`src/spectrum_bus_pkg.sv`:
```
// Spectrum CPU bus definitions
// Z80 address and data widths, border colour width and the
// partial address decode of the paging and ULA I/O ports

package spectrum_bus_pkg;

	// ==============================
	// Bus widths
	// ==============================
	localparam int CPU_ADDR_W = 16;
	localparam int CPU_DATA_W = 8;
	localparam int BORDER_W   = 3;

	typedef logic [CPU_ADDR_W-1:0] cpu_addr_t;
	typedef logic [CPU_DATA_W-1:0] cpu_data_t;
	typedef logic [BORDER_W-1:0]   border_t;

	// ==============================
	// I/O port decode
	// ==============================
	// ULA answers on any even port
	localparam int ULA_PORT_BIT = 0;

	// 7FFD needs A15 and A1 low
	localparam cpu_addr_t PAGE_7FFD_MASK = 16'h8002;
	// On the +3, A14 must also be high for 7FFD
	localparam int PAGE_7FFD_SEL_BIT = 14;

	// 1FFD needs A15..A13 and A1 low with A12 high
	localparam cpu_addr_t PAGE_1FFD_MASK  = 16'hF002;
	localparam cpu_addr_t PAGE_1FFD_MATCH = 16'h1000;

	// Port FE data bits
	localparam int FE_MIC_BIT = 3;
	localparam int FE_EAR_BIT = 4;

endpackage

```
`src/spectrum_mem_pkg.sv`:
```
// Spectrum memory map definitions
// Physical address layout, page numbers, machine modes and the
// beeper mix weights

package spectrum_mem_pkg;

	// ==============================
	// Physical address
	// ==============================
	// Bit 21 flags ROM and bits 16..14 hold the page above a 14-bit offset
	localparam int PHYS_ADDR_W   = 22;
	localparam int PHYS_ROM_BIT  = 21;
	localparam int PAGE_OFFSET_W = 14;

	typedef logic [PHYS_ADDR_W-1:0] phys_addr_t;

	typedef logic [2:0] ram_page_t;
	typedef logic [1:0] rom_page_t;

	// Pages that sit behind banks 1 and 2 in the normal layout
	localparam ram_page_t PAGE_BANK1 = 3'd5;
	localparam ram_page_t PAGE_BANK2 = 3'd2;

	// ==============================
	// Machine modes
	// ==============================
	typedef logic [1:0] machine_mode_t;

	localparam machine_mode_t MODE_ZX48  = 2'd0;
	localparam machine_mode_t MODE_128   = 2'd1;
	localparam machine_mode_t MODE_PLUS3 = 2'd2;

	// ==============================
	// Beeper mix
	// ==============================
	typedef logic [7:0] audio_level_t;

	localparam audio_level_t EAR_WEIGHT  = 8'd128;
	localparam audio_level_t MIC_WEIGHT  = 8'd64;
	localparam audio_level_t TAPE_WEIGHT = 8'd32;

endpackage

```
`src/io_port_decoder.sv`:
```
// I/O port decoder
// Turns a CPU I/O write into write strobes for 7FFD, 1FFD and the
// ULA port FE, using the partial decode of the real machines.
// The paging lock and the +3 mode gate the paging ports here only.

module io_port_decoder (
	input  logic                        io_wr,
	input  spectrum_bus_pkg::cpu_addr_t cpu_addr,
	input  logic                        plus3,
	input  logic                        locked,
	output logic                        wr_7ffd,
	output logic                        wr_1ffd,
	output logic                        wr_fe
);

	logic ula_hit;
	logic page_hit;
	logic page_sel_ok;
	logic plus3_hit;

	// ==============================
	// Address match
	// ==============================
	// Any even port reaches the ULA
	assign ula_hit = ~cpu_addr[spectrum_bus_pkg::ULA_PORT_BIT];

	// 7FFD decodes on A15 and A1 only
	assign page_hit = (cpu_addr & spectrum_bus_pkg::PAGE_7FFD_MASK) == '0;

	// The +3 also looks at A14, so 1FFD does not alias onto 7FFD
	assign page_sel_ok = cpu_addr[spectrum_bus_pkg::PAGE_7FFD_SEL_BIT] | ~plus3;

	assign plus3_hit = (cpu_addr & spectrum_bus_pkg::PAGE_1FFD_MASK)
		== spectrum_bus_pkg::PAGE_1FFD_MATCH;

	// ==============================
	// Write strobes
	// ==============================
	assign wr_fe = io_wr & ula_hit;

	// Paging ports ignore writes once locked
	assign wr_7ffd = io_wr & ~locked & page_hit & page_sel_ok;

	// 1FFD only exists on the +2A/+3
	assign wr_1ffd = io_wr & ~locked & plus3 & plus3_hit;

endmodule

```
`src/paging_registers.sv`:
```
// Paging registers
// Latches the machine mode during reset and holds the 7FFD and
// 1FFD registers. Derives the lock, the ROM page, the bank 3 RAM
// page and the special paging controls from them.

module paging_registers (
	input  logic                            clk_sys,
	input  logic                            reset,
	input  spectrum_mem_pkg::machine_mode_t machine_mode,
	input  logic                            wr_7ffd,
	input  logic                            wr_1ffd,
	input  spectrum_bus_pkg::cpu_data_t     cpu_data,
	output logic                            plus3,
	output logic                            locked,
	output spectrum_mem_pkg::ram_page_t     ram_page,
	output spectrum_mem_pkg::rom_page_t     rom_page,
	output logic                            special_mode,
	output logic [1:0]                      special_config,
	output logic                            screen_page
);

	spectrum_mem_pkg::machine_mode_t mode_q;

	// 7FFD bits 5..0 hold lock, ROM, screen and RAM page
	logic [5:0] page_7ffd;
	// 1FFD bit 0 enables special paging and bits 2..1 set config and ROM high bit
	logic [2:0] page_1ffd;

	logic zx48;

	// ==============================
	// Mode latch
	// ==============================
	// Sampled on every reset cycle and unknown codes fall back to 128K
	always_ff @(posedge clk_sys) begin
		if (reset) begin
			case (machine_mode)
				spectrum_mem_pkg::MODE_ZX48,
				spectrum_mem_pkg::MODE_PLUS3: mode_q <= machine_mode;
				default: mode_q <= spectrum_mem_pkg::MODE_128;
			endcase
		end
	end

	// ==============================
	// Port registers
	// ==============================
	always_ff @(posedge clk_sys) begin
		if (reset) begin
			page_7ffd <= '0;
			page_1ffd <= '0;
		end else begin
			if (wr_7ffd) begin
				page_7ffd <= cpu_data[5:0];
			end
			if (wr_1ffd) begin
				page_1ffd <= cpu_data[2:0];
			end
		end
	end

	assign zx48  = mode_q == spectrum_mem_pkg::MODE_ZX48;
	assign plus3 = mode_q == spectrum_mem_pkg::MODE_PLUS3;

	// A 48K machine has no paging at all
	assign locked = zx48 | page_7ffd[5];

	// Two ROMs up to the +2 and four on the +3
	always_comb begin
		if (plus3) begin
			rom_page = {page_1ffd[2], page_7ffd[4]};
		end else begin
			rom_page = {1'b0, zx48 | page_7ffd[4]};
		end
	end

	assign ram_page       = page_7ffd[2:0];
	assign screen_page    = page_7ffd[3];
	assign special_mode   = page_1ffd[0];
	assign special_config = page_1ffd[2:1];

endmodule

```
`src/address_mapper.sv`:
```
// Address mapper
// Translates each CPU memory access into a physical ROM or RAM
// address, using the normal 128K layout or one of the four +3
// all-RAM layouts. One pipeline stage that drops writes to ROM.

module address_mapper (
	input  logic                         clk_sys,
	input  logic                         reset,
	input  logic                         mem_req,
	input  logic                         mem_wr,
	input  spectrum_bus_pkg::cpu_addr_t  cpu_addr,
	input  spectrum_mem_pkg::ram_page_t  ram_page,
	input  spectrum_mem_pkg::rom_page_t  rom_page,
	input  logic                         special_mode,
	input  logic [1:0]                   special_config,
	output logic                         ram_valid,
	output spectrum_mem_pkg::phys_addr_t ram_addr,
	output logic                         ram_we
);

	logic [1:0]                   bank;
	spectrum_mem_pkg::ram_page_t  page_sel;
	logic                         map_rom;
	spectrum_mem_pkg::phys_addr_t phys_next;

	assign bank = cpu_addr[15:14];

	// ==============================
	// Page select
	// ==============================
	always_comb begin
		map_rom  = 1'b0;
		page_sel = ram_page;
		if (special_mode) begin
			// All-RAM layouts of the +3
			case (special_config)
				2'd0: page_sel = {1'b0, bank};
				2'd1: page_sel = {1'b1, bank};
				2'd2: begin
					if (bank == 2'd3) begin
						page_sel = 3'd3;
					end else begin
						page_sel = {1'b1, bank};
					end
				end
				default: begin
					case (bank)
						2'd0: page_sel = 3'd4;
						2'd1: page_sel = 3'd7;
						2'd2: page_sel = 3'd6;
						default: page_sel = 3'd3;
					endcase
				end
			endcase
		end else begin
			case (bank)
				2'd0: begin
					map_rom  = 1'b1;
					page_sel = {1'b0, rom_page};
				end
				2'd1: page_sel = spectrum_mem_pkg::PAGE_BANK1;
				2'd2: page_sel = spectrum_mem_pkg::PAGE_BANK2;
				default: page_sel = ram_page;
			endcase
		end
	end

	// Flag, page and offset packed into the physical address
	always_comb begin
		phys_next = '0;
		phys_next[spectrum_mem_pkg::PHYS_ROM_BIT] = map_rom;
		phys_next[spectrum_mem_pkg::PAGE_OFFSET_W +: 3] = page_sel;
		phys_next[spectrum_mem_pkg::PAGE_OFFSET_W-1:0] =
			cpu_addr[spectrum_mem_pkg::PAGE_OFFSET_W-1:0];
	end

	// ==============================
	// Output stage
	// ==============================
	always_ff @(posedge clk_sys) begin
		if (reset) begin
			ram_valid <= 1'b0;
			ram_we    <= 1'b0;
		end else begin
			ram_valid <= mem_req;
			// ROM is read only
			ram_we    <= mem_req & mem_wr & ~map_rom;
		end
	end

	// Address holds between accesses
	always_ff @(posedge clk_sys) begin
		if (mem_req) begin
			ram_addr <= phys_next;
		end
	end

endmodule

```
`src/ula_port.sv`:
```
// ULA port FE
// Holds the border colour and the EAR and MIC outputs written
// through port FE, and mixes EAR, MIC and tape input into the
// beeper level

module ula_port (
	input  logic                           clk_sys,
	input  logic                           reset,
	input  logic                           wr_fe,
	input  spectrum_bus_pkg::cpu_data_t    cpu_data,
	input  logic                           tape_in,
	output spectrum_bus_pkg::border_t      border,
	output logic                           ear_out,
	output logic                           mic_out,
	output spectrum_mem_pkg::audio_level_t beeper_level
);

	spectrum_mem_pkg::audio_level_t ear_level;
	spectrum_mem_pkg::audio_level_t mic_level;
	spectrum_mem_pkg::audio_level_t tape_level;

	// ==============================
	// Port register
	// ==============================
	always_ff @(posedge clk_sys) begin
		if (reset) begin
			border  <= '0;
			ear_out <= 1'b0;
			mic_out <= 1'b0;
		end else if (wr_fe) begin
			border  <= cpu_data[spectrum_bus_pkg::BORDER_W-1:0];
			ear_out <= cpu_data[spectrum_bus_pkg::FE_EAR_BIT];
			mic_out <= cpu_data[spectrum_bus_pkg::FE_MIC_BIT];
		end
	end

	// ==============================
	// Beeper mix
	// ==============================
	// Weights sum to at most 224 and stay within the level range
	assign ear_level  = ear_out ? spectrum_mem_pkg::EAR_WEIGHT : '0;
	assign mic_level  = mic_out ? spectrum_mem_pkg::MIC_WEIGHT : '0;
	assign tape_level = tape_in ? spectrum_mem_pkg::TAPE_WEIGHT : '0;

	assign beeper_level = ear_level + mic_level + tape_level;

endmodule

```
`src/spectrum_paging.sv`:
```
// Spectrum paging and ULA port unit
// Decodes CPU port writes, keeps the paging registers, maps CPU
// memory accesses onto physical ROM and RAM, and holds the ULA
// border, EAR and MIC state

module spectrum_paging (
	input  logic                            clk_sys,
	input  logic                            reset,
	input  spectrum_mem_pkg::machine_mode_t machine_mode,
	input  spectrum_bus_pkg::cpu_addr_t     cpu_addr,
	input  spectrum_bus_pkg::cpu_data_t     cpu_data,
	input  logic                            io_wr,
	input  logic                            mem_req,
	input  logic                            mem_wr,
	input  logic                            tape_in,
	output logic                            ram_valid,
	output spectrum_mem_pkg::phys_addr_t    ram_addr,
	output logic                            ram_we,
	output logic                            screen_page,
	output spectrum_bus_pkg::border_t       border,
	output logic                            ear_out,
	output logic                            mic_out,
	output spectrum_mem_pkg::audio_level_t  beeper_level
);

	logic                        wr_7ffd;
	logic                        wr_1ffd;
	logic                        wr_fe;
	logic                        plus3;
	logic                        locked;
	spectrum_mem_pkg::ram_page_t ram_page;
	spectrum_mem_pkg::rom_page_t rom_page;
	logic                        special_mode;
	logic [1:0]                  special_config;

	io_port_decoder io_port_decoder_i (
		.io_wr    (io_wr),
		.cpu_addr (cpu_addr),
		.plus3    (plus3),
		.locked   (locked),
		.wr_7ffd  (wr_7ffd),
		.wr_1ffd  (wr_1ffd),
		.wr_fe    (wr_fe)
	);

	paging_registers paging_registers_i (
		.clk_sys        (clk_sys),
		.reset          (reset),
		.machine_mode   (machine_mode),
		.wr_7ffd        (wr_7ffd),
		.wr_1ffd        (wr_1ffd),
		.cpu_data       (cpu_data),
		.plus3          (plus3),
		.locked         (locked),
		.ram_page       (ram_page),
		.rom_page       (rom_page),
		.special_mode   (special_mode),
		.special_config (special_config),
		.screen_page    (screen_page)
	);

	address_mapper address_mapper_i (
		.clk_sys        (clk_sys),
		.reset          (reset),
		.mem_req        (mem_req),
		.mem_wr         (mem_wr),
		.cpu_addr       (cpu_addr),
		.ram_page       (ram_page),
		.rom_page       (rom_page),
		.special_mode   (special_mode),
		.special_config (special_config),
		.ram_valid      (ram_valid),
		.ram_addr       (ram_addr),
		.ram_we         (ram_we)
	);

	ula_port ula_port_i (
		.clk_sys      (clk_sys),
		.reset        (reset),
		.wr_fe        (wr_fe),
		.cpu_data     (cpu_data),
		.tape_in      (tape_in),
		.border       (border),
		.ear_out      (ear_out),
		.mic_out      (mic_out),
		.beeper_level (beeper_level)
	);

endmodule

```
`config.mk`:
```
export PLATFORM = sky130hd
export DESIGN_NAME = spectrum_paging
export DESIGN_NICKNAME = d
export VERILOG_FILES = /design/src/spectrum_bus_pkg.sv /design/src/spectrum_mem_pkg.sv /design/src/io_port_decoder.sv /design/src/paging_registers.sv /design/src/address_mapper.sv /design/src/ula_port.sv /design/src/spectrum_paging.sv
export SDC_FILE = /design/constraint.sdc
export NUM_CORES = 1
export LEC_CHECK = 0
export ABC_AREA = 1
export BUFFER_PORTS_ARGS = -buffer_cell sky130_fd_sc_hd__buf_2
export CORE_MARGIN = 10
export CORE_UTILIZATION = 49
export DETAILED_ROUTE_END_ITERATION = 10
export PLACE_DENSITY = 0.81
export RECOVER_POWER = 25
export SLEW_MARGIN = 20
export SYNTH_ARGS = -nofsm -noshare
export SYNTH_HDL_FRONTEND = slang
export SYNTH_HIERARCHICAL = 1
export SYNTH_SLANG_ARGS = --single-unit
```
`constraint.sdc`:
```
create_clock -name clk_sys -period 2.4 [get_ports clk_sys]
set_input_delay 0.24 -clock clk_sys [delete_from_list [all_inputs] [get_ports clk_sys]]
set_output_delay 0.24 -clock clk_sys [all_outputs]
set_load 0.02 [all_outputs]
```
### Word level (Yosys, flattened, before mapping)

Cells that the tools add are included.

| cells by class | value |
|---|---|
| bitwise gates (word level) | 15 |
| $add $sub $neg | 2 |
| equal/unequal tests | 8 |
| reduce and logical (&&, ||, !) cells | 6 |
| multiplexer cells | 11 |

Operator list:

| cell | count |
|---|---|
| case mux 3 bit (3 select lines) | 3 |
| adder 8 bit | 2 |
| logical NOT 16 bit | 1 |
| == test 2 bit (second input constant) | 5 |
| bitwise AND 1 bit | 8 |
| logical NOT 2 bit | 4 |
| 2-to-1 mux 8 bit | 1 |
| 2-to-1 mux 7 bit | 1 |
| 2-to-1 mux 3 bit | 2 |
| 2-to-1 mux 6 bit | 1 |
| == test 5 x 2 -> 1 bit (second input constant) | 1 |
| == test 2 x 1 -> 1 bit (second input constant) | 2 |
| inverter 1 bit | 4 |
| bitwise OR 1 bit | 3 |
| 2-to-1 mux 1 bit | 2 |
| 2-to-1 mux 2 bit | 1 |
| OR reduction 2 bit | 1 |

| word-level totals | value |
|---|---|
| word-level logic and storage cells | 51 |
| flip-flop bits (word level) | 36 |
| bits of input ports | 32 |

### Longest topological paths before layout

| depth | value |
|---|---|
| depth after elaboration | 6 |
| gate-level depth with buffers | 9 |
| mapped depth without buffers | 9 |

### Hierarchy

Netlist, hierarchy kept.

By module, submodules not included:

| module | cells an instance | area an instance (um^2) | times used |
|---|---|---|---|
| address_mapper | 52 | 730.7 | 1 |
| paging_registers | 66 | 489.2 | 1 |
| ula_port | 41 | 272.8 | 1 |
| io_port_decoder | 12 | 50.0 | 1 |

### Worst setup path before layout

No wires, ideal clock.

| path | value |
|---|---|
| path kind | reg2reg |
| start | reg paging_registers_i.mode_q[0] |
| end | reg paging_registers_i.page_1ffd[0] |
| path slack | 1212 ps |
| path buffers | 0 |
| library setup time | 113 ps |
| arrival | 1075 ps |
| stages on the path, launching flop included | 9 |
| cell sequence | edfxtp_1 -> nor2_1 -> inv_1 -> nor2_2 -> nand2_1 -> nor2_1 -> nand2_1 -> nand2_1 -> nor2_1 |

RTL lines:

| what | line | source |
|---|---|---|
| from (decl) | paging_registers.sv:22 | `spectrum_mem_pkg::machine_mode_t mode_q;` |
| from (signal assigned) | paging_registers.sv:39 | `spectrum_mem_pkg::MODE_PLUS3: mode_q <= machine_mode;` |
| from (signal assigned) | paging_registers.sv:40 | `default: mode_q <= spectrum_mem_pkg::MODE_128;` |
| == test 2 bit | paging_registers.sv:63 | `assign plus3 = mode_q == spectrum_mem_pkg::MODE_PLUS3;` |
| named net plus3 | spectrum_paging.sv:29 | `logic plus3;` |
| bitwise AND 1 bit (2 in a row) | io_port_decoder.sv:45 | `assign wr_1ffd = io_wr & ~locked & plus3 & plus3_hit;` |
| named net wr_1ffd | spectrum_paging.sv:27 | `logic wr_1ffd;` |
| to (signal assigned) | paging_registers.sv:57 | `page_1ffd <= cpu_data[2:0];` |
| to (decl) | paging_registers.sv:27 | `logic [2:0] page_1ffd;` |

The timed path passes the listed nets, and every way through them passes these cells.
A chain may end at the register's enable or synchronous reset.

### Worst setup path after layout

| path | value |
|---|---|
| start | reg paging_registers_i.mode_q[0] |
| end | reg paging_registers_i.page_1ffd[1] |

Same word-level chain as after synthesis.

==> results.py <==
metrics = {
    "timing": {
        "final_hold_viol_count": 0,
        "max_slew_margin_pct": 37.4,
        "timing_worst_slew_pin_value_ns": 0.939,
        "grt_setup_unrepaired": "false",
        "hold-worst-slack_ns": 0.0801,
        "fmax_mhz": 719,
        "setup_viol": 0,
        "final.period_utilization_pct": 58.0,
        "finalSetupTns_ns": 0,
        "final_critical_path_setup_slack_ns": 1.01,
        "report.final.slew_viol_count": 0,
        "clock_skew_ns": 0.00587,
        "final.min_clock_period_ns": 1.39,
    },
    "clock_network": {
        "path_clk_slew_ns": 0.10,
        "cts_tree": "done",
        "cts_buffer_depth": 2,
        "cts_hold_buffers": 0,
        "cts_num_sinks": 36,
        "cts_repair_resize_count": 0,
        "ctsHtreeMaxLevel": 2,
        "postCtsSetupBuffers": 0,
        "clock_tree.root_cell": "clkbuf_4",
        "cts_inserted_buffers": 5,
        "worstSkewPairLatency_ns": 0.33,
    },
    "placement": {
        "dp.final_hpwl_um": 2550,
        "port_buffer_cells": 56,
        "gp_congestion": 0.768,
        "post-place-cells": 261,
        "placement.setup.worst_slack_ns": 1.06,
    },
    "setup_path": {
        "critPathMaxFanout": 6,
        "criticalPathCategory": "reg -> reg",
        "worst_path_largest_cell_delay_ns": 0.44,
        "cpLargestDelayFamily": "simple AND/OR/NAND/NOR gates",
        "crit_path_start_kind": "flip-flop",
        "crit_slowest_cell": "edfxtp_1",
        "cp.required_ns": 2.63,
        "endpoint_kind": "flip-flop",
        "critical_path_cell_by_cell": "nor2_1 > inv_1 > nor2_2 > nand2_1 > nor2_1 > nand2_1 > nand2_1 > nor2_1",
        "arrival_ns": 1.62,
        "critPathBufInv": 1,
    },
    "run": {
        "max-cap-violations": 0,
    },
    "cells_and_area": {
        "areaGrowthSynthToFinish_pct": 18.7,
        "ff_latch_area_um2": 921,
        "drive_above_1_share_pct": 32.4,
        "layout.nets": 256,
        "most_common_cell_after_layout_fill_and_taps_aside": "buf_2",
        "most_frequent_cells_in_the_layout": "54 x buf_2, 41 x nand2_1, 31 x nor2_1",
        "multi_input_area_um2": 415,
        "final.fill_count": 297,
        "antenna_cells_inserted": 0,
        "post_layout_nonfiller_instances": 269,
    },
    "floorplanning": {
        "placeableCoreArea_mm2": 0.00303,
        "floorplan.initialDensity_pct": 51.0,
        "rows": 20,
        "die_w_um": 76.1,
        "pin_count": 70,
        "fp.dieArea_mm2": 0.00579,
        "die_height_um": 76.1,
    },
    "global_routing": {
        "largest_net_degree_at_the_start_of_global_routing": 20,
        "gr-usage-all-layers_pct": 10.7,
        "grt-ovfl-total": 0,
        "grt_pass1_vias": 1137,
        "grt_first_pass_wirelength_um": 5040,
        "grt_antenna_before_repair": 0,
    },
    "routing": {
        "detailed_route_wl_um": 3140,
        "detail_route_antenna_nets": 0,
        "drt-vias-per-instance": 4.22,
        "drt-wirelength-per-cell_um": 11.7,
        "dr.first_iter.drc_count": 34,
        "drt_first_pass_iters": 2,
        "drcViolationCount": 0,
        "via_count": 1135,
    },
    "synthesis": {
        "ys_seq_elements": 36,
        "yosys_warning_count": 6,
        "seq_total_area_yosys_pct": 59.7,
        "post_synth_instance_area_mm2": 0.00154,
        "post_synth_inst_count": 171,
        "netlist-cell-type-count": 18,
        "synth.avg_cell_area_um2": 9.02,
    },
    "power_and_ir_drop": {
        "ir_worst_vdd_mv": 0.343,
        "power.density_cell_area_mw_per_mm2": 661,
        "p_leak_nw": 0.922,
    },
    "run_status": {
        "status": "finished, final reports clean",
    },
    "min_path": {
        "min_path_type": "in -> reg",
    },
}
[metal layers]
layer | up-vias | wire (um) | global-route usage, %
li1 | 600 | - | -
met1 | 478 | 1430 | 12.1
met2 | 53 | 1360 | 16.4
met3 | 4 | 317 | 6.01
met4 | 0 | 34 | 3.90
met5 | - | 0 | 0
[cell families after synthesis]
family | synth area share, %
compound gates | 1.78
buf+inv | 15.1
flops | 59.7
other cells | 0.487
simple gates | 23.0
[worst register-to-register path, cell delays in order, from the launching register on]
cell and delay, ns:
edfxtp_1 0.44, nor2_1 0.12, inv_1 0.05, nor2_2 0.09
nand2_1 0.05, nor2_1 0.33, nand2_1 0.10, nand2_1 0.06
nor2_1 0.04
[report_power, final]
| part | switching, mW | leakage [nW] | internal, mW |
|---|---|---|---|
| registers | 0.0133 | 0.328 | 0.692 |
| logic | 0.120 | 0.556 | 0.0594 |
| clock network | 0.187 | 0.0380 | 0.139 |
[synth_stat cells, drive strengths merged]
cell    count  share of area (%)
o211ai      1               0.49
conb        2               0.49
edfxtp     20                 39
nand2      41                 10
clkbuf      1               0.24
nand3       3               0.97
nand4       1               0.41
o21ai       1               0.32
nor3b       1               0.49
buf        17                8.8
nor2       39                 11
dfxtp      16                 21
o21bai      2               0.97
nor3        1               0.32
inv        25                6.1
[through the flow]
stage / utilization (%) / cell area [um^2] / total power, mW
final: 60.5 / 1830 / 1.21
after global routing: 60.5 / 1830 / 1.28
after CTS: 60.6 / 1830 / 1.23
after detailed placement: 58.6 / 1770 / 0.901
after global placement: 58.6 / 1770 / 0.896
after floorplan: - / 1570 / 0.848
[area by class of cell]
type | count | share of cell area [%]
Sequential cell | 36 | 50.3
Timing Repair Buffer | 57 | 15.6
Multi-Input combinational cell | 99 | 22.7
Clock buffer | 6 | 2.80
Tap cell | 44 | 3.01
Inverter | 25 | 5.12
Clock inverter | 2 | 0.546
[final timing paths]
check                                                       to  slack [ns]                                          from  cells after the start
setup reg to reg  paging_registers_i/page_1ffd[1]$_SDFFE_PP0P_        1.01    paging_registers_i/mode_q[0]$_SDFFCE_PN1P_                      8
setup / recovery  paging_registers_i/page_1ffd[1]$_SDFFE_PP0P_        1.01    paging_registers_i/mode_q[0]$_SDFFCE_PN1P_                      8
hold / removal          address_mapper_i/ram_addr[6]$_DFFE_PP_        0.08                                   cpu_addr[6]                      1
hold reg to reg   paging_registers_i/page_7ffd[1]$_SDFFE_PP0P_        0.49  paging_registers_i/page_7ffd[1]$_SDFFE_PP0P_                      2
[flip-flops by register name (all words and copies together) (netlist names)]
name / cells
paging_registers_i/page_1ffd: 3
paging_registers_i/page_7ffd: 6
ula_port_i/mic_out: 1
address_mapper_i/ram_addr: 18
address_mapper_i/ram_valid: 1
address_mapper_i/ram_we: 1
ula_port_i/border: 3
paging_registers_i/mode_q: 2
ula_port_i/ear_out: 1
No activity file was read; power rests on OpenSTA's default activity.
